File: src/hw/mmuRegPkg.sv
/*
	MMU register layouts
	Keyring slot geometry, status register user bit and
	operation code flag positions used by the permission checker.
*/
`default_nettype none

package mmuRegPkg;

	// Keyring register, four 16-bit key slots
	localparam int keySlotCount = 4;
	localparam int keySlotWidth = 16;	// Zero slot is disabled

	// A key and an owner ID split the same way
	localparam int keyGroupWidth = 6;	// Upper part
	localparam int keyUserWidth = 10;	// Lower part

	// Status register
	localparam int srUserBit = 30;		// Supervisor when set

	// Operation code, size in the low bits
	localparam int opmWriteBit = 4;
	localparam int opmReadBit = 3;

endpackage

`default_nettype wire

File: src/hw/mmuAccPkg.sv
/*
	Access mode definitions
	Field layout of the TLB access mode word, keyring check modes,
	permission classes and the exception codes raised on a denied access.
*/
`default_nettype none

package mmuAccPkg;

	localparam int accWordWidth = 32;

	// Access mode word fields, low bit of each
	localparam int accOwnerLsb = 16;	// Owner ID, group and user
	localparam int accOtherLsb = 13;
	localparam int accGroupLsb = 10;
	localparam int accUserLsb = 7;
	localparam int accModeLsb = 4;		// Keyring check mode
	localparam int accBaseLsb = 0;

	localparam int permWidth = 3;
	localparam int keyModeWidth = 3;

	// Base access bits, relative to accBaseLsb
	localparam int baseNoUserBit = 3;
	localparam int baseNoWriteBit = 1;
	localparam int baseNoReadBit = 0;

	// Bits within a permission triple
	localparam int permWriteBit = 1;
	localparam int permReadBit = 0;

	typedef enum logic [keyModeWidth-1:0] {
		keyModeOpen   = 3'd0,	// Any read or write faults
		keyModeCheck  = 3'd1,
		keyModeLocked = 3'd2,	// Always key fault
		keyModeStrict = 3'd3
	} keyModeE;

	typedef enum logic [1:0] {
		classUser,
		classGroup,
		classOther
	} permClassE;

	typedef enum logic [15:0] {
		excNone       = 16'h0000,
		excReadFault  = 16'h8001,
		excWriteFault = 16'h8002,
		excKeyFault   = 16'hA002
	} excCodeE;

endpackage

`default_nettype wire

File: src/hw/accDecode.sv
/*
	Access check decode stage
	Matches the enabled keyring slots against the page owner ID,
	picks the user, group or other permission triple and registers
	the decoded request for the execute stage.
*/
`timescale 1ns/10ps
`default_nettype none

module accDecode
	import mmuRegPkg::*, mmuAccPkg::*;
(
	input  logic                                 clock,
	input  logic                                 arstN,
	input  logic                                 reqValid,
	input  logic [accWordWidth-1:0]              tlbAcc,
	input  logic [keySlotCount*keySlotWidth-1:0] keyRing,
	input  logic                                 supervisor,
	input  logic [4:0]                           opm,
	output logic                                 decValid,
	output logic                                 keyEnable,
	output keyModeE                              keyMode,
	output logic [permWidth-1:0]                 perm,
	output logic                                 baseNoUser,
	output logic                                 baseNoWrite,
	output logic                                 baseNoRead,
	output logic                                 wantRead,
	output logic                                 wantWrite,
	output logic                                 supervisorOut
);

	logic [keySlotWidth-1:0]  ownerId;
	logic [keySlotCount-1:0]  slotEnable;
	logic [keySlotCount-1:0]  groupHit;	// Group match per slot
	logic [keySlotCount-1:0]  userHit;		// Group and user match per slot
	permClassE                permClass;
	logic [permWidth-1:0]     permSel;

	assign ownerId = tlbAcc[accOwnerLsb +: keySlotWidth];

	always_comb begin
		logic [keySlotWidth-1:0] slot;
		for (int i = 0; i < keySlotCount; i++) begin
			slot = keyRing[i*keySlotWidth +: keySlotWidth];
			slotEnable[i] = |slot;
			groupHit[i] = slotEnable[i] &&
				(slot[keyUserWidth +: keyGroupWidth] == ownerId[keyUserWidth +: keyGroupWidth]);
			userHit[i] = groupHit[i] &&
				(slot[0 +: keyUserWidth] == ownerId[0 +: keyUserWidth]);
		end
	end

	// User hit beats group hit beats other
	always_comb begin
		if (|userHit)
			permClass = classUser;
		else if (|groupHit)
			permClass = classGroup;
		else
			permClass = classOther;
	end

	always_comb begin
		case (permClass)
			classUser:  permSel = tlbAcc[accUserLsb +: permWidth];
			classGroup: permSel = tlbAcc[accGroupLsb +: permWidth];
			default:    permSel = tlbAcc[accOtherLsb +: permWidth];
		endcase
	end

	always_ff @(posedge clock or negedge arstN) begin
		if (!arstN) begin
			decValid <= 1'b0;
		end else begin
			decValid <= reqValid;
		end
	end

	// Decoded payload
	always_ff @(posedge clock) begin
		keyEnable <= slotEnable[0];	// Slot A gates keyring checks
		keyMode <= keyModeE'(tlbAcc[accModeLsb +: keyModeWidth]);
		perm <= permSel;
		baseNoUser <= tlbAcc[accBaseLsb + baseNoUserBit];
		baseNoWrite <= tlbAcc[accBaseLsb + baseNoWriteBit];
		baseNoRead <= tlbAcc[accBaseLsb + baseNoReadBit];
		wantRead <= opm[opmReadBit];
		wantWrite <= opm[opmWriteBit];
		supervisorOut <= supervisor;
	end

endmodule

`default_nettype wire

File: src/hw/accExecute.sv
/*
	Access check execute stage
	Applies the keyring mode to the selected permission triple, then
	the base access bits, and registers the resulting exception code.
*/
`timescale 1ns/10ps
`default_nettype none

module accExecute
	import mmuAccPkg::*;
(
	input  logic                 clock,
	input  logic                 arstN,
	input  logic                 decValid,
	input  logic                 keyEnable,
	input  keyModeE              keyMode,
	input  logic [permWidth-1:0] perm,
	input  logic                 baseNoUser,
	input  logic                 baseNoWrite,
	input  logic                 baseNoRead,
	input  logic                 wantRead,
	input  logic                 wantWrite,
	input  logic                 supervisor,
	output logic                 exeValid,
	output excCodeE              exeExc
);

	logic    writeDenied;
	logic    readDenied;
	logic    userDeny;
	excCodeE keyExc;
	excCodeE nextExc;

	assign writeDenied = wantWrite && !perm[permWriteBit];
	assign readDenied = wantRead && !perm[permReadBit];

	always_comb begin
		keyExc = excNone;
		if (keyEnable) begin
			case (keyMode)
				keyModeOpen: begin
					if (wantWrite)
						keyExc = excWriteFault;
					if (wantRead)
						keyExc = excReadFault;	// Read wins
				end
				keyModeCheck: begin
					if (writeDenied)
						keyExc = excWriteFault;
					if (readDenied)
						keyExc = excReadFault;
				end
				keyModeStrict: begin
					if (writeDenied || readDenied)
						keyExc = excKeyFault;
				end
				default: keyExc = excKeyFault;	// Locked and undefined modes
			endcase
		end
	end

	// Base bits override whatever the keyring decided
	assign userDeny = baseNoUser && !supervisor;

	always_comb begin
		nextExc = keyExc;
		if (wantWrite && (baseNoWrite || userDeny))
			nextExc = excWriteFault;
		if (wantRead && (baseNoRead || userDeny))
			nextExc = excReadFault;
	end

	always_ff @(posedge clock or negedge arstN) begin
		if (!arstN) begin
			exeValid <= 1'b0;
		end else begin
			exeValid <= decValid;
		end
	end

	always_ff @(posedge clock) begin
		exeExc <= nextExc;
	end

endmodule

`default_nettype wire

File: src/hw/accResult.sv
/*
	Access check result stage
	Registers the response and holds the first fault code
	until software acknowledges it.
*/
`timescale 1ns/10ps
`default_nettype none

module accResult
	import mmuAccPkg::*;
(
	input  logic    clock,
	input  logic    arstN,
	input  logic    exeValid,
	input  excCodeE exeExc,
	input  logic    faultAck,
	output logic    rspValid,
	output excCodeE rspExc,
	output logic    faultValid,
	output excCodeE faultCode
);

	logic newFault;

	assign newFault = exeValid && (exeExc != excNone);

	always_ff @(posedge clock or negedge arstN) begin
		if (!arstN) begin
			rspValid <= 1'b0;
		end else begin
			rspValid <= exeValid;
		end
	end

	always_ff @(posedge clock) begin
		rspExc <= exeExc;
	end

	// Latch is open when empty or being acknowledged
	always_ff @(posedge clock or negedge arstN) begin
		if (!arstN) begin
			faultValid <= 1'b0;
			faultCode <= excNone;
		end else if (!faultValid || faultAck) begin
			if (newFault) begin
				faultValid <= 1'b1;	// Also re-latch during ack
				faultCode <= exeExc;
			end else begin
				faultValid <= 1'b0;
				faultCode <= excNone;
			end
		end
	end

endmodule

`default_nettype wire

File: src/hw/mmuAccCheck.sv
/*
	MMU page permission checker
	Three stage pipeline of decode, execute and result with a
	first-fault latch on the response side.
*/
`timescale 1ns/10ps
`default_nettype none

module mmuAccCheck
	import mmuRegPkg::*, mmuAccPkg::*;
(
	input  logic                                 clock,
	input  logic                                 arstN,
	input  logic                                 reqValid,
	input  logic [accWordWidth-1:0]              tlbAcc,
	input  logic [keySlotCount*keySlotWidth-1:0] keyRing,
	input  logic                                 supervisor,
	input  logic [4:0]                           opm,
	output logic                                 rspValid,
	output excCodeE                              rspExc,
	output logic                                 faultValid,
	output excCodeE                              faultCode,
	input  logic                                 faultAck
);

	// Decode to execute
	logic                 decValid;
	logic                 keyEnable;
	keyModeE              keyMode;
	logic [permWidth-1:0] perm;
	logic                 baseNoUser;
	logic                 baseNoWrite;
	logic                 baseNoRead;
	logic                 wantRead;
	logic                 wantWrite;
	logic                 decSupervisor;

	// Execute to result
	logic                 exeValid;
	excCodeE              exeExc;

	accDecode u_accDecode (
		.clock         (clock),
		.arstN         (arstN),
		.reqValid      (reqValid),
		.tlbAcc        (tlbAcc),
		.keyRing       (keyRing),
		.supervisor    (supervisor),
		.opm           (opm),
		.decValid      (decValid),
		.keyEnable     (keyEnable),
		.keyMode       (keyMode),
		.perm          (perm),
		.baseNoUser    (baseNoUser),
		.baseNoWrite   (baseNoWrite),
		.baseNoRead    (baseNoRead),
		.wantRead      (wantRead),
		.wantWrite     (wantWrite),
		.supervisorOut (decSupervisor)
	);

	accExecute u_accExecute (
		.clock       (clock),
		.arstN       (arstN),
		.decValid    (decValid),
		.keyEnable   (keyEnable),
		.keyMode     (keyMode),
		.perm        (perm),
		.baseNoUser  (baseNoUser),
		.baseNoWrite (baseNoWrite),
		.baseNoRead  (baseNoRead),
		.wantRead    (wantRead),
		.wantWrite   (wantWrite),
		.supervisor  (decSupervisor),
		.exeValid    (exeValid),
		.exeExc      (exeExc)
	);

	accResult u_accResult (
		.clock      (clock),
		.arstN      (arstN),
		.exeValid   (exeValid),
		.exeExc     (exeExc),
		.faultAck   (faultAck),
		.rspValid   (rspValid),
		.rspExc     (rspExc),
		.faultValid (faultValid),
		.faultCode  (faultCode)
	);

endmodule

`default_nettype wire

File: config.mk
export PLATFORM = sky130hd
export DESIGN_NAME = mmuAccCheck
export DESIGN_NICKNAME = d
export VERILOG_FILES = /design/src/hw/mmuRegPkg.sv /design/src/hw/mmuAccPkg.sv /design/src/hw/accDecode.sv /design/src/hw/accExecute.sv /design/src/hw/accResult.sv /design/src/hw/mmuAccCheck.sv
export SDC_FILE = /design/constraint.sdc
export NUM_CORES = 1
export LEC_CHECK = 0
export BUFFER_PORTS_ARGS = -buffer_cell sky130_fd_sc_hd__buf_2
export CELL_PAD_IN_SITES_DETAIL_PLACEMENT = 1
export CELL_PAD_IN_SITES_GLOBAL_PLACEMENT = 1
export CORE_MARGIN = 4
export CORE_UTILIZATION = 25
export DETAILED_ROUTE_END_ITERATION = 10
export GPL_ROUTABILITY_DRIVEN = 0
export HOLD_SLACK_MARGIN = 0.06
export PLACE_DENSITY_LB_ADDON = 0.12
export SYNTH_ARGS = -nofsm -noshare
export SYNTH_HDL_FRONTEND = slang
export SYNTH_SLANG_ARGS = --single-unit
File: constraint.sdc
create_clock -name clock -period 1.05 [get_ports clock]
set_input_delay 0.1575 -clock clock [delete_from_list [all_inputs] [get_ports clock]]
set_output_delay 0.1575 -clock clock [all_outputs]
set_load 0.02 [all_outputs]
==> results by stage, run 1 <==
Outcome:
- The run finished, with violations left.
- The final reports fail on setup timing.

Critical path:
- The signal on the critical path passes through buf_2, xor2_1, nor4_1, nand4_1, and4_4, and2_4, a221o_1.
- The critical path class is input pin to register.
- The worst setup path is launched from an input pin.
- The largest single stage delay on the critical path is 0.27 ns.
- The element type at the critical path end is a register.
- The signal arrival time at the worst endpoint is between 1.5 and 2 ns.
- Grouping stages by cell kind, the critical path spends the most delay in simple AND/OR/NAND/NOR gates.
- For the worst setup path, the data required time is around 1.2 ns.
- The buffer and inverter count on the worst path is 1.
- The maximum fanout along the worst path is 4.
- The slowest stage of the critical path is the sky130_fd_sc_hd__nor4_1 cell.

Drt:
- The total wire length after detailed routing is 7.04 mm.
- In the final routed layout, each cell accounts on average for between 15 and 20 um.
- Once detail routing completed, the nets flagged for antenna violations numbered 0.
- The number of vias after detailed routing is 2055.
- After detailed routing, the number of vias per cell comes to between 4 and 5.
- The number of remaining DRC errors is 0.
- The first detailed-routing pass ran for 4 iterations.
- The first-iteration detailed-routing DRC count is 21.

Timing:
- The total count of max-transition violations in the final report is 0.
- The final hold violation count is 0.
- The maximum clock rate is ~690 MHz.
- The clock tree skew after final layout is 0.00911 ns.
- In the post-route analysis, the smallest setup slack over all paths is -0.392 ns.
- Setup repair after global routing could not meet its margin everywhere.
- The post-route clock period utilization is 137%.
- The smallest clock period supported by the final layout is computed as approximately 1.4 ns.
- For the final routed database, the setup TNS stands at -0.847 ns.
- Setup violations remaining at the end of the flow were counted as 4.

Global route:
- The met3 usage in global routing is 2.79%.
- Global routing used ~15% of the available tracks.
- The number of global-route vias before repair is approximately 2400.
- The first global-routing pass estimated ~11 mm of wire.
- The global routing's busiest layer is met2.
- Entering global routing, the biggest net connects 17 pins.
- Summed over all layers, the global routing overflow is 0.
- Global routing consumed, on the met2 layer, between 20% and 30% of the routing resources.
- The initial antenna violation count is 0.
- The met1 track demand over resource in global routing is around 17%.

Floorplan:
- The number of top-level pins is 140.
- Measured along the x axis, the die boundary spans between 90 and 100 um.
- The floorplan step defined a die boundary enclosing ~9000 sq um.
- The number of rows created at floorplan is 31.
- The initial core utilization is between 20 and 30%.
- The overall die height is approximately 95 um.
- The total area inside the core boundary comes to 7290 sq um.

Pwr:
- The power density of the placed cells is ~950 nW/um^2.
- The largest vdd supply drop is 0.444 mV.
- The switching fraction of total power is approximately 30%.
- The clock network fraction of design power is approximately 27%.
- Sequential cells burn approximately two fifths of the power.
- The switching power of the nets is roughly 0.92 mW.
- Internal power comes to roughly 2.2 mW.
- Total power for the finished layout comes to 3.08 mW.
- Combinational logic is responsible for 34.2% of the overall power.
- For this design the static power due to leakage is around 1.5 nW.

Layout:
- The area of the multi-input gates is between 1000 and 1500 sq um.
- The filler cells instantiated in the layout total between 900 and 1000.
- Cells fill between 40% and 50% of the core in the end.
- The number of nets in the finished design is approximately 470.
- Registers take 603 sq um.
- The antenna diode count is 0.
- The filler-free cell count of the finished design is about 470.
- The share of cells above drive strength 1 is 51.2%.
- The layout overhead on the synthesized area is 72.5%.

Synth:
- Synthesis instantiated 31 different standard cells from the library.
- The fraction of the yosys area taken by sequential cells is a little under a third.
- The post-synthesis xor/xnor area fraction is 29.8%.
- The mapped netlist covers roughly 1900 sq um.
- The synthesized netlist devotes between 20% and 30% of its cell area to simple gates.
- The dominant combinational cell family by area after synthesis is XOR/XNOR gates.
- The cell count after synthesis is ~210.
- Measured against the total synthesized area, the mux share comes to 0%.
- The number of enable-type register cells in the synthesized netlist is 0.
- The compound-gate portion of the synthesized area is a little under 7%.
- The most used flip-flop cell after synthesis is sky130_fd_sc_hd__dfxtp_1.
- Each instance of the synthesized netlist takes up on average ~9.1 sq um.
- Summing the areas of all fa, ha and maj instances in the mapped netlist gives 0% of the synthesized area.
- The yosys synthesis warning count is 0.
- The async set-or-reset flop fraction in the synthesized netlist is between 20% and 30%.
- The number of register bits inferred by synthesis is 28.

Min path:
- The path category of the worst min-delay check is input pin to register.

CTS:
- The clock latency at the later pin of the worst-skew pair is around 0.28 ns.
- The CTS sink count is 28.
- TritonCTS built the clock tree.
- Buffers inserted during clock tree synthesis total 3.
- The number of buffers on the longest clock path is 2.
- In this run the number of H-tree levels came out at 1.
- The clock slew seen by the registers of the worst setup and hold paths is ~0.090 ns.
- Clock tree synthesis selected as its root buffer the cell sky130_fd_sc_hd__clkbuf_8.

Placed design:
- Input and output buffers added on the ports amount to ~110.
- Counting tap cells, the placed design contains a total of 450 instances.
- The worst slack after detailed placement is -0.764 ns.
- After legalization and detailed placement, the total HPWL measured 5.96 mm.

Run:
- The tool flagged a number of max-cap violations equal to 0.
area by class of cell:
| cell class | count | share of cell area, % |
|---|---|---|
| Sequential cell | 28 | 18.6 |
| Multi-Input combinational cell | 172 | 43.2 |
| Clock buffer | 3 | 1.27 |
| Timing Repair Buffer | 161 | 31.9 |
| Tap cell | 99 | 3.82 |
| Inverter | 2 | 0.231 |
| Clock inverter | 1 | 0.926 |
synthesized netlist by cell type, types with 8 or more instances:
library cell | instances | area share, %
sky130_fd_sc_hd__nand4_1 | 12 | 4.0
sky130_fd_sc_hd__buf_4 | 24 | 9.6
sky130_fd_sc_hd__dfrtp_1 | 8 | 11
sky130_fd_sc_hd__o21ai_0 | 9 | 2.4
sky130_fd_sc_hd__dfxtp_1 | 20 | 21
sky130_fd_sc_hd__xor2_1 | 48 | 22
sky130_fd_sc_hd__xnor2_1 | 16 | 7.5
sky130_fd_sc_hd__nor4_1 | 27 | 9.0
sky130_fd_sc_hd__nand2_1 | 13 | 2.6
sequential cells by signal, summed over array words and instances (netlist names):
name and cells:
u_accResult.faultValid 1, u_accDecode.baseNoWrite 1, u_accDecode.keyEnable 1, u_accResult.rspExc 4, u_accDecode.perm 2, u_accExecute.exeExc 4
u_accDecode.baseNoUser 1, u_accDecode.decValid 1, u_accDecode.supervisorOut 1, u_accDecode.wantWrite 1, u_accDecode.baseNoRead 1, u_accDecode.wantRead 1
u_accResult.faultCode 4, u_accDecode.keyMode 3, u_accExecute.exeValid 1, u_accResult.rspValid 1
cell families after synthesis:
group / Yosys count
xor gates and xnor gates: 64
DFF: 28
buffers and inverters: 29
AOI/OAI and AO/OA: 19
other: 1
and+or+nand+nor: 65
per-layer routing:
| layer | wire [um] | share of wire, % | vias up |
|---|---|---|---|
| met5 | 0 | 0 | - |
| met4 | 154 | 2.2 | 0 |
| met3 | 490 | 7.0 | 9 |
| met2 | 3740 | 53 | 77 |
| met1 | 2660 | 38 | 965 |
| li1 | - | - | 1004 |
cells in the final DEF, fill, tap and decap left out, types with 6 or more instances in the layout:
cell type | Yosys | final
sky130_fd_sc_hd__buf_4 | 24 | 47
sky130_fd_sc_hd__dlygate4sd3_1 | 0 | 11
sky130_fd_sc_hd__nand4_1 | 12 | 12
sky130_fd_sc_hd__o21ai_0 | 9 | 6
sky130_fd_sc_hd__buf_2 | 2 | 95
sky130_fd_sc_hd__dfrtp_1 | 8 | 8
sky130_fd_sc_hd__nor4_2 | 1 | 9
sky130_fd_sc_hd__nand2_1 | 13 | 11
sky130_fd_sc_hd__buf_6 | 0 | 6
sky130_fd_sc_hd__nor4_4 | 0 | 10
sky130_fd_sc_hd__xnor2_1 | 16 | 16
sky130_fd_sc_hd__nor4_1 | 27 | 9
sky130_fd_sc_hd__conb_1 | 1 | 24
sky130_fd_sc_hd__dfxtp_1 | 20 | 18
sky130_fd_sc_hd__xor2_1 | 48 | 48
timing repair:
action                                 4_1_cts  5_1_grt
gates resized for setup                     38       18
pin swaps                                   12        6
buffers inserted                             1        0
hold buffers                                11        0
endpoints found under the hold margin       18        0
setup endpoints to repair                    9        5
worst paths after layout:
kind,startpoint,endpoint,slack [ns],depth (start not counted)
max in group asynchronous,arstN,u_accResult.faultCode[0]$_DFFE_PN0P_,0.64,2
min in group asynchronous,arstN,u_accDecode.decValid$_DFF_PN0_,0.24,2
max,tlbAcc[30],u_accDecode.perm[0]$_DFF_P_,-0.39,7
max reg2reg,u_accDecode.wantRead$_DFF_P_,u_accExecute.exeExc[15]$_SDFF_PP1_,-0.07,3
min reg2reg,u_accDecode.decValid$_DFF_PN0_,u_accExecute.exeValid$_DFF_PN0_,0.36,0
min,tlbAcc[11],u_accDecode.perm[1]$_DFF_P_,0.11,2
power by group through the flow:
| stage | registers (mW) | clock network, mW | logic (mW) |
|---|---|---|---|
| after floorplan | 1.24 | 0 | 0.434 |
| after global placement | 1.21 | 0 | 0.912 |
| after detailed placement | 1.21 | 0 | 0.928 |
| after CTS | 1.19 | 0.876 | 1.03 |
| after global routing | 1.20 | 0.910 | 1.15 |
| final | 1.19 | 0.840 | 1.05 |
per-stage QoR:
stage | cell area, sq um | hold slack (ns)
after floorplan | 2060 | -0.138
after global placement | 2840 | 0.00730
after detailed placement | 2840 | 0.0113
after CTS | 3180 | 0.102
after global routing | 3240 | 0.124
final | 3240 | 0.112
No activity file was read; power rests on OpenSTA's default activity.
==> run 2: changes to the inputs <==
- ABC_AREA: unset -> 1
==> run 2 against run 1 <==
Effect of this change: the run still ends with setup timing left; maximum frequency is 26% higher; die area is 23% higher; worst setup slack better by 0.30 ns; combinational power is 11% higher; wire length is 27% higher; critical endpoint is now u_accExecute.exeExc[1]$_SDFF_PP0_; final area is 12% higher; highest routed layer unchanged; non-clock buffer count is 8 lower; hold slack worse by 0.025 ns; global-route usage is 0.28 points higher; synthesized area is 26% higher; first-iteration DRC count is 130% higher.
==> results by stage, run 2 <==
Layout:
- The antenna diode count was 0 (unchanged).
- The layout overhead on the synthesized area is 54.0%.
- The share of cells above drive strength 1 is 37.0% (-14 points).
- The top cell types in the final layout, fill and taps aside, are sky130_fd_sc_hd__nand2_1 (141), sky130_fd_sc_hd__buf_2 (94), sky130_fd_sc_hd__nor2_1 (64), sky130_fd_sc_hd__inv_1 (43), sky130_fd_sc_hd__buf_4 (36).
- In the final layout, the registers with the most flip-flops are u_accExecute.exeExc (4), u_accResult.faultCode (4), u_accResult.rspExc (4).
- The most common cell after layout, fill and taps aside is sky130_fd_sc_hd__nand2_1.
- The number of nets in the finished design was 683 (+44%).

Placed design:
- The worst slack after detailed placement came to -0.335 ns (+0.429 ns).
- The detailed-placement wirelength estimate is 7.71 mm (+29%).
- The number of port buffers is 108 (unchanged).

Min path:
- The count of cells along the worst hold path is 3 (+1).
- The path with the worst hold slack has its endpoint at u_accDecode.perm[1]$_DFF_P_.
- The worst min-delay path startpoint is tlbAcc[8].
- The path category of the worst min-delay check is input pin to register.

Drt:
- The total wire length after detailed routing was 8.97 mm (+27%).
- The routed wirelength normalized by instance count is 12.7 um (-16%).
- The number of vias after detailed routing is 2899 (+41%).
- The number of iterations in the first detailed-routing pass is 3 (-1).
- The remaining number of nets flagged by the antenna check after routing was 0 (unchanged).
- The first-iteration detailed-routing DRC count is 48 (+130%).
- The routed via count divided by cell count is 4.11 (-6.8%).
- The number of remaining DRC errors came to 0 (unchanged).

Critical path:
- The buffer and inverter count on the worst path came to 1 (unchanged).
- In this run the critical register-to-register path is launched from u_accDecode.keyMode[1]$_DFF_P_.
- The path depth of the worst reg2reg path was 6 (+3).
- The category of the worst setup path launch point is a register.
- The maximum fanout along the worst path is 3 (-1).
- The largest delay contributor family on the critical path is flip-flops.
- The reg-to-reg endpoint is u_accExecute.exeExc[1]$_SDFF_PP0_.
- The worst setup path is of the register to register kind.
- The worst endpoint required time is 1.21 ns (about the same).
- The element type at the critical path end is a register.
- The register-to-register setup slack is -0.09 ns (-0.02 ns).
- The slowest stage of the critical path is the sky130_fd_sc_hd__dfxtp_4 cell.
- Traced cell by cell, the critical path runs through nor2_4, buf_4, nand2_2, nor3_2, o31ai_2, a21boi_1.
- The signal arrival time at the worst endpoint is 1.30 ns (-0.31 ns).
- The critical path's largest stage delay is 0.38 ns (+0.11 ns).

Run:
- The max-capacitance violation count was 0 (unchanged).

CTS:
- The clock latency at the later pin of the worst-skew pair is 0.27 ns (about the same).
- The CTS sink count is 28 (unchanged).
- The clock buffer count from CTS came to 3 (unchanged).
- The clock slew seen by the registers of the worst setup and hold paths is 0.09 ns (about the same).
- The tree is rooted in a sky130_fd_sc_hd__clkbuf_8.
- The number of buffers on the longest clock path is 2 (unchanged).
- The CTS tree is done.
- The number of H-tree levels is 1 (unchanged).

Synth:
- The fraction of the yosys area taken by sequential cells is 25.4% (-6.5 points).
- The post-synthesis average cell area was 5.63 sq um (-38%).
- The cell count after synthesis is 420 (+100%).
- The commonest cells after synthesis are sky130_fd_sc_hd__nand2_1 (148), sky130_fd_sc_hd__nor2_1 (78), sky130_fd_sc_hd__inv_1 (50).
- The number of register bits inferred by synthesis is 28 (unchanged).
- The most used flip-flop cell after synthesis is sky130_fd_sc_hd__dfxtp_1.
- The summed instance area of the synthesized netlist was 2360 sq um (+26%).
- The largest total area in the synthesized netlist belongs to sky130_fd_sc_hd__nand2_1.
- The yosys synthesis warning count is 0 (unchanged).
- The number of distinct library cells after synthesis was 22 (-29%).
- The number of enable-type register cells in the synthesized netlist came to 0 (unchanged).
- The async set-or-reset flop fraction in the synthesized netlist is 28.6% (unchanged).
- Yosys instantiated no cell more often than sky130_fd_sc_hd__nand2_1.
- By area the synthesized netlist is led by sky130_fd_sc_hd__nand2_1 (24%), sky130_fd_sc_hd__dfxtp_1 (17%), sky130_fd_sc_hd__nor2_1 (12%).
- The area share of the leading cell type in the synthesized netlist is 23.5% (+1.1 points).

Timing:
- The post-route minimum period is 1.14 ns (-0.300 ns).
- The final hold slack is 0.0876 ns (-0.0247 ns).
- Setup repair after global routing could not meet its margin everywhere.
- The total count of max-transition violations in the final report is 0 (unchanged).
- The final hold violation count is 0 (unchanged).
- The total setup violations reported at the end of the flow is 3 (-1).
- The maximum clock rate is 876 MHz (+26%).
- The clock tree skew after final layout is 0.00213 ns (-0.00698 ns).
- The post-route worst setup slack is -0.0917 ns (+0.300 ns).
- The post-route clock period utilization was 109% (-29 points).

Global route:
- The number of global-route vias before repair is 3011 (+27%).
- The maximum number of pins on one net before global-route repair is 17 (unchanged).
- The layer flagged by global routing as most heavily used is met2.
- The met1 track demand over resource in global routing is 19.9% (+3.3 points).
- The aggregate global-route resource usage is 15.6% (+0.28 points).
- The initial antenna violation count is 0 (unchanged).
- The wire length of the first global-routing pass is 14.1 mm (+32%).
- The remaining global-route overflow was 0 (unchanged).
- The routing usage on met2 came to 28.0% (-1.1 points).
- The met3 usage in global routing was 1.47% (-1.3 points).

Pwr:
- The clock network fraction of design power is 26.3% (-0.9 points).
- The largest vdd supply drop is 0.487 mV (+9.7%).
- The internal power summed over all cells is 2.17 mW (+0.25%).
- The switching power of the nets is 1.04 mW (+14%).
- The total leakage power is 2.08 nW (+42%).
- The sequential share of power is 37.3% (-1.2 points).
- The combinational group share of total power was 36.4% (+2.2 points).
- The switching fraction of total power is 32.4% (+2.7 points).
- The power density of the placed cells was 883 nW/um^2 (-7.2%).

Floorplan:
- The die boundary width was 105 um (+11%).
- The initial core utilization is 25.6% (-0.21 points).
- The total core area is 9240 sq um (+27%).
- The overall die area is 11100 sq um (+23%).
- The number of top-level pins is 140 (unchanged).
- The number of rows created at floorplan is 35 (+13%).
- The overall die height came to 105 um (+11%).

Outcome:
- The flow ran to the end, but the final reports show violations.
- The final reports fail on setup timing.
-- run 2: stage by stage --
stage / std cells / util (%) / TNS [ns] / power [mW] / cell area [sq um]
after floorplan: 443 / - / -0.00863 / 1.78 / 2450
after global placement: 689 / 34.9 / -0.896 / 2.24 / 3220
after detailed placement: 689 / 34.9 / -1.07 / 2.27 / 3220
after CTS: 704 / 38.1 / -0.216 / 3.19 / 3520
after global routing: 705 / 39.4 / -0.695 / 3.43 / 3640
final: 705 / 39.4 / -0.214 / 3.21 / 3640
-- run 2: layout make-up --
type / count / area [sq um]
Tap cell: 129 / 161
Multi-Input combinational cell: 328 / 1550
Clock buffer: 3 / 41.3
Timing Repair Buffer: 153 / 997
Fill cell: 1285 / 5600
Sequential cell: 28 / 612
Inverter: 63 / 246
Clock inverter: 1 / 30.0
-- run 2: worst max-delay path by stage --
| stage | slack [ns] | cells after the start | end | from |
|---|---|---|---|---|
| 3_3_place_gp | -0.33 | 12 | u_accDecode.perm[1]$_DFF_P_ | tlbAcc[31] |
| 2_1_floorplan | -0.009 | 6 | u_accExecute.exeExc[1]$_SDFF_PP0_ | u_accDecode.keyMode[2]$_DFF_P_ |
| 6_report | -0.09 | 6 | u_accExecute.exeExc[1]$_SDFF_PP0_ | u_accDecode.keyMode[1]$_DFF_P_ |
| 3_5_place_dp | -0.34 | 9 | u_accDecode.perm[1]$_DFF_P_ | keyRing[61] |
| 4_1_cts | -0.12 | 8 | u_accExecute.exeExc[15]$_SDFF_PP1_ | u_accDecode.keyMode[1]$_DFF_P_ |
| 5_1_grt | -0.16 | 7 | u_accExecute.exeExc[1]$_SDFF_PP0_ | u_accDecode.keyMode[2]$_DFF_P_ |
-- run 2: worst reg2reg max path: stages, from the launching register on --
cell and delay, ns:
sky130_fd_sc_hd__dfxtp_4 0.38, sky130_fd_sc_hd__nor2_4 0.04, sky130_fd_sc_hd__buf_4 0.13, sky130_fd_sc_hd__nand2_2 0.07, sky130_fd_sc_hd__nor3_2 0.05, sky130_fd_sc_hd__o31ai_2 0.26
sky130_fd_sc_hd__a21boi_1 0.09
-- run 2: logic make-up after synthesis --
logic type | Yosys count | share of synthesized area [%]
and+or+nand+nor | 260 | 44.4
DFF | 28 | 25.4
xor gates and xnor gates | 16 | 5.93
other | 1 | 0.159
buffers and inverters | 87 | 17.6
AOI/OAI and AO/OA | 28 | 6.46
-- run 2: timing repair --
action | in CTS | in global routing
pin swaps | 20 | 29
gates resized for setup | 42 | 36
hold buffers | 11 | 0
setup endpoints to repair | 6 | 8
hold endpoints to repair | 18 | 0
setup buffers | 3 | 1
-- run 2: power groups by stage --
stage               logic [mW]  clock network [mW]  registers, mW
floorplan                0.532                   0           1.25
finish                    1.17               0.846           1.20
global route              1.31               0.912           1.21
global placement          1.03                   0           1.21
CTS                       1.13               0.866           1.20
detailed placement        1.05                   0           1.21
-- run 2: layer usage --
metal / wire [um] / vias to the layer above / share of wire, %
met4: 96 / 0 / 1.1
met2: 4570 / 64 / 51
met1: 4010 / 1290 / 45
met5: 0 / - / 0
li1: - / 1538 / -
met3: 285 / 7 / 3.2
==> run 3: changes to the inputs <==
- BUFFER_PORTS_ARGS: -buffer_cell sky130_fd_sc_hd__buf_2 -> -buffer_cell sky130_fd_sc_hd__buf_4
==> run 3 against run 2 <==
Effect of this change: via count decreased by 1.4%; non-clock buffer count is 14 lower; die area stayed put; sequential share of layout area fell by 0.46 points; maximum frequency shrank 2.2%; cell count decreased by 2.0%; critical endpoint is now u_accExecute.exeExc[15]$_SDFF_PP1_; the flow still finishes with violations (setup timing); highest routed layer unchanged.
==> results by stage, run 3 (synthesized netlist as in run 2, its figures left out) <==
Floorplan:
- The number of top-level pins is 140 (unchanged).
- The overall die area is 11100 sq um (unchanged).
- The overall die height is 105 um (unchanged).
- The total core area is 9240 sq um (unchanged).
- The number of rows created at floorplan is 35 (unchanged).
- The initial core utilization came to 25.6% (unchanged).
- The die boundary width was 105 um (unchanged).

Critical path:
- The signal arrival time at the worst endpoint is 1.33 ns (+0.03 ns).
- The worst register-to-register path begins at u_accDecode.keyMode[1]$_DFF_P_.
- STA classifies the critical path startpoint as a register.
- The worst setup path is captured at a register.
- Traced cell by cell, the critical path runs through nor2_4, nand2_1, nand2_2, nand2_2, buf_4, inv_1, o31ai_2, nand2_1.
- The critical path is of the register to register type.
- The register-to-register setup slack is -0.12 ns (-0.03 ns).
- The path depth of the worst reg2reg path is 8 (+2).
- The critical path starts at u_accDecode.keyMode[1]$_DFF_P_.
- The slowest stage of the critical path is the sky130_fd_sc_hd__dfxtp_4 cell.
- The worst endpoint required time came to 1.21 ns (about the same).
- The maximum fanout along the worst path is 3 (unchanged).
- The critical path's largest stage delay is 0.38 ns (about the same).
- The reg-to-reg endpoint is u_accExecute.exeExc[15]$_SDFF_PP1_.

Placed design:
- The worst slack after detailed placement is -0.328 ns (+0.00727 ns).
- The post-place instance area is 3370 sq um (+4.7%).
- The detailed-placement wirelength estimate came to 7.71 mm (about the same).
- The number of port buffers is 108 (unchanged).

Layout:
- Leaving out fill and tap cells, the most frequent cell in the layout is sky130_fd_sc_hd__nand2_1.
- The top cell types in the final layout, fill and taps aside, are sky130_fd_sc_hd__nand2_1 (143), sky130_fd_sc_hd__buf_4 (119), sky130_fd_sc_hd__nor2_1 (71), sky130_fd_sc_hd__inv_1 (47), sky130_fd_sc_hd__conb_1 (24).
- The design area is 3730 sq um (+2.6%).
- In the final layout, the registers with the most flip-flops are u_accExecute.exeExc (4), u_accResult.faultCode (4), u_accResult.rspExc (4).
- The number of nets in the finished design was 669 (-2.0%).
- The antenna diode count is 0 (unchanged).
- The final core utilization is 40.4% (+1.0 points).
- The share of cells above drive strength 1 is 32.9% (-4.1 points).
- From synthesis to final layout, the design area changed by 58.0%.

CTS:
- TritonCTS built the clock tree.
- CTS placed an instance of sky130_fd_sc_hd__clkbuf_8 at the clock tree root.
- The number of H-tree levels is 1 (unchanged).
- The clock slew seen by the registers of the worst setup and hold paths came to 0.09 ns (about the same).
- The clock buffer count from CTS is 3 (unchanged).
- The number of buffers on the longest clock path is 2 (unchanged).
- The clock latency at the later pin of the worst-skew pair is 0.27 ns (about the same).
- The CTS sink count is 28 (unchanged).

Pwr:
- The switching fraction of total power is 31.2% (-1.2 points).
- The largest vdd supply drop is 0.687 mV (+41%).
- The sequential share of power was 36.8% (-0.5 points).
- The clock network fraction of design power came to 25.7% (-0.6 points).
- The power density of the placed cells is 872 nW/um^2 (-1.3%).
- The switching power of the nets was 1.01 mW (-2.6%).
- The combinational group share of total power is 37.5% (+1.1 points).
- The internal power summed over all cells is 2.24 mW (+3.1%).
- The total leakage power came to 2.09 nW (about the same).

Min path:
- The path with the worst hold slack has its endpoint at u_accDecode.perm[0]$_DFF_P_.
- In this run the most critical hold path is launched from tlbAcc[7].
- The count of cells along the worst hold path was 3 (unchanged).
- The path category of the worst min-delay check is input pin to register.

Timing:
- The post-route clock period utilization is 111% (+2.4 points).
- The final hold violation count came to 0 (unchanged).
- The clock tree skew after final layout was 0.00147 ns (-0.000659 ns).
- The total setup violations reported at the end of the flow came to 4 (+1).
- The post-route worst setup slack is -0.117 ns (-0.0254 ns).
- The post-route minimum period came to 1.17 ns (+0.0254 ns).
- The summed negative setup slack over all endpoints is -0.214 ns (-0.000519 ns).
- The final hold slack was 0.0885 ns (+0.000877 ns).
- The maximum clock rate is 857 MHz (-2.2%).
- Setup repair after global routing could not meet its margin everywhere.
- The total count of max-transition violations in the final report is 0 (unchanged).

Outcome:
- The run finished, with violations left.
- The checks that failed: setup timing.

Run:
- The max-capacitance violation count is 0 (unchanged).

Drt:
- The number of iterations in the first detailed-routing pass was 4 (+1).
- The remaining number of nets flagged by the antenna check after routing is 0 (unchanged).
- The total wire length after detailed routing came to 8.87 mm (-1.1%).
- The number of remaining DRC errors came to 0 (unchanged).
- The routed via count divided by cell count was 4.13 (+0.55%).
- The first-iteration detailed-routing DRC count is 59 (+23%).
- The routed wirelength normalized by instance count was 12.8 um (+0.90%).
- The number of vias after detailed routing is 2857 (-1.4%).

Global route:
- The maximum number of pins on one net before global-route repair was 17 (unchanged).
- The wire length of the first global-routing pass is 14.2 mm (+0.83%).
- The aggregate global-route resource usage is 15.5% (-0.087 points).
- The number of global-route vias before repair is 3050 (+1.3%).
- The remaining global-route overflow came to 0 (unchanged).
- The initial antenna violation count came to 0 (unchanged).
-- run 3: changes by cell type in the layout (fill, tap and decap cells not counted), moves of 4 or more --
cell,before,now
sky130_fd_sc_hd__nor2_2,17,9
sky130_fd_sc_hd__o21ai_1,4,9
sky130_fd_sc_hd__inv_2,16,10
sky130_fd_sc_hd__nor2_1,64,71
sky130_fd_sc_hd__buf_2,94,0
sky130_fd_sc_hd__buf_4,36,119
sky130_fd_sc_hd__inv_1,43,47
sky130_fd_sc_hd__o21ai_0,15,10
-- run 3: through the flow --
step                cells  power, mW
floorplan             443       1.78
global placement      673       2.33
detailed placement    673       2.34
CTS                   690       3.26
global route          691       3.47
finish                691       3.25
-- run 3: power by group through the flow --
| stage | clock network (mW) | logic, mW | registers (mW) |
|---|---|---|---|
| global route | 0.899 | 1.36 | 1.21 |
| CTS | 0.856 | 1.21 | 1.19 |
| floorplan | 0 | 0.532 | 1.25 |
| global placement | 0 | 1.11 | 1.21 |
| finish | 0.835 | 1.22 | 1.20 |
| detailed placement | 0 | 1.13 | 1.21 |
-- run 3: routing by layer --
metal	track usage [%]	vias up	share of wire, %
met1	20.1	1283	45
met5	0	-	0
met3	1.90	2	4.3
met4	1.12	0	0.21
met2	28.4	67	50
li1	-	1505	-
-- run 3: critical path, delay by kind of cell, from the launching register on --
family | cells | cell delay [ns]
compound gates | 1 | 0.17
simple gates | 5 | 0.36
buf+inv | 2 | 0.15
flops | 1 | 0.38
-- run 3: final cells by class --
class | count | area (sq um)
Clock inverter | 1 | 30.0
Clock buffer | 3 | 41.3
Multi-Input combinational cell | 328 | 1520
Tap cell | 129 | 161
Sequential cell | 28 | 611
Timing Repair Buffer | 139 | 1110
Fill cell | 1279 | 5510
Inverter | 63 | 254
-- run 3: timing repair --
item	4_1_cts	5_1_grt
resized for setup	32	21
hold buffers	11	0
buffers inserted	2	1
pin swaps	15	27
endpoints found under the setup margin	6	8
endpoints found under the hold margin	18	0
-- run 3: how the worst max path moves through the flow --
| stage | end | depth (start not counted) |
|---|---|---|
| 3_3_place_gp | u_accDecode.perm[0]$_DFF_P_ | 11 |
| 2_1_floorplan | u_accExecute.exeExc[1]$_SDFF_PP0_ | 6 |
| 3_5_place_dp | u_accDecode.perm[1]$_DFF_P_ | 9 |
| 5_1_grt | u_accExecute.exeExc[15]$_SDFF_PP1_ | 8 |
| 4_1_cts | u_accExecute.exeExc[15]$_SDFF_PP1_ | 8 |
| 6_report | u_accExecute.exeExc[15]$_SDFF_PP1_ | 8 |
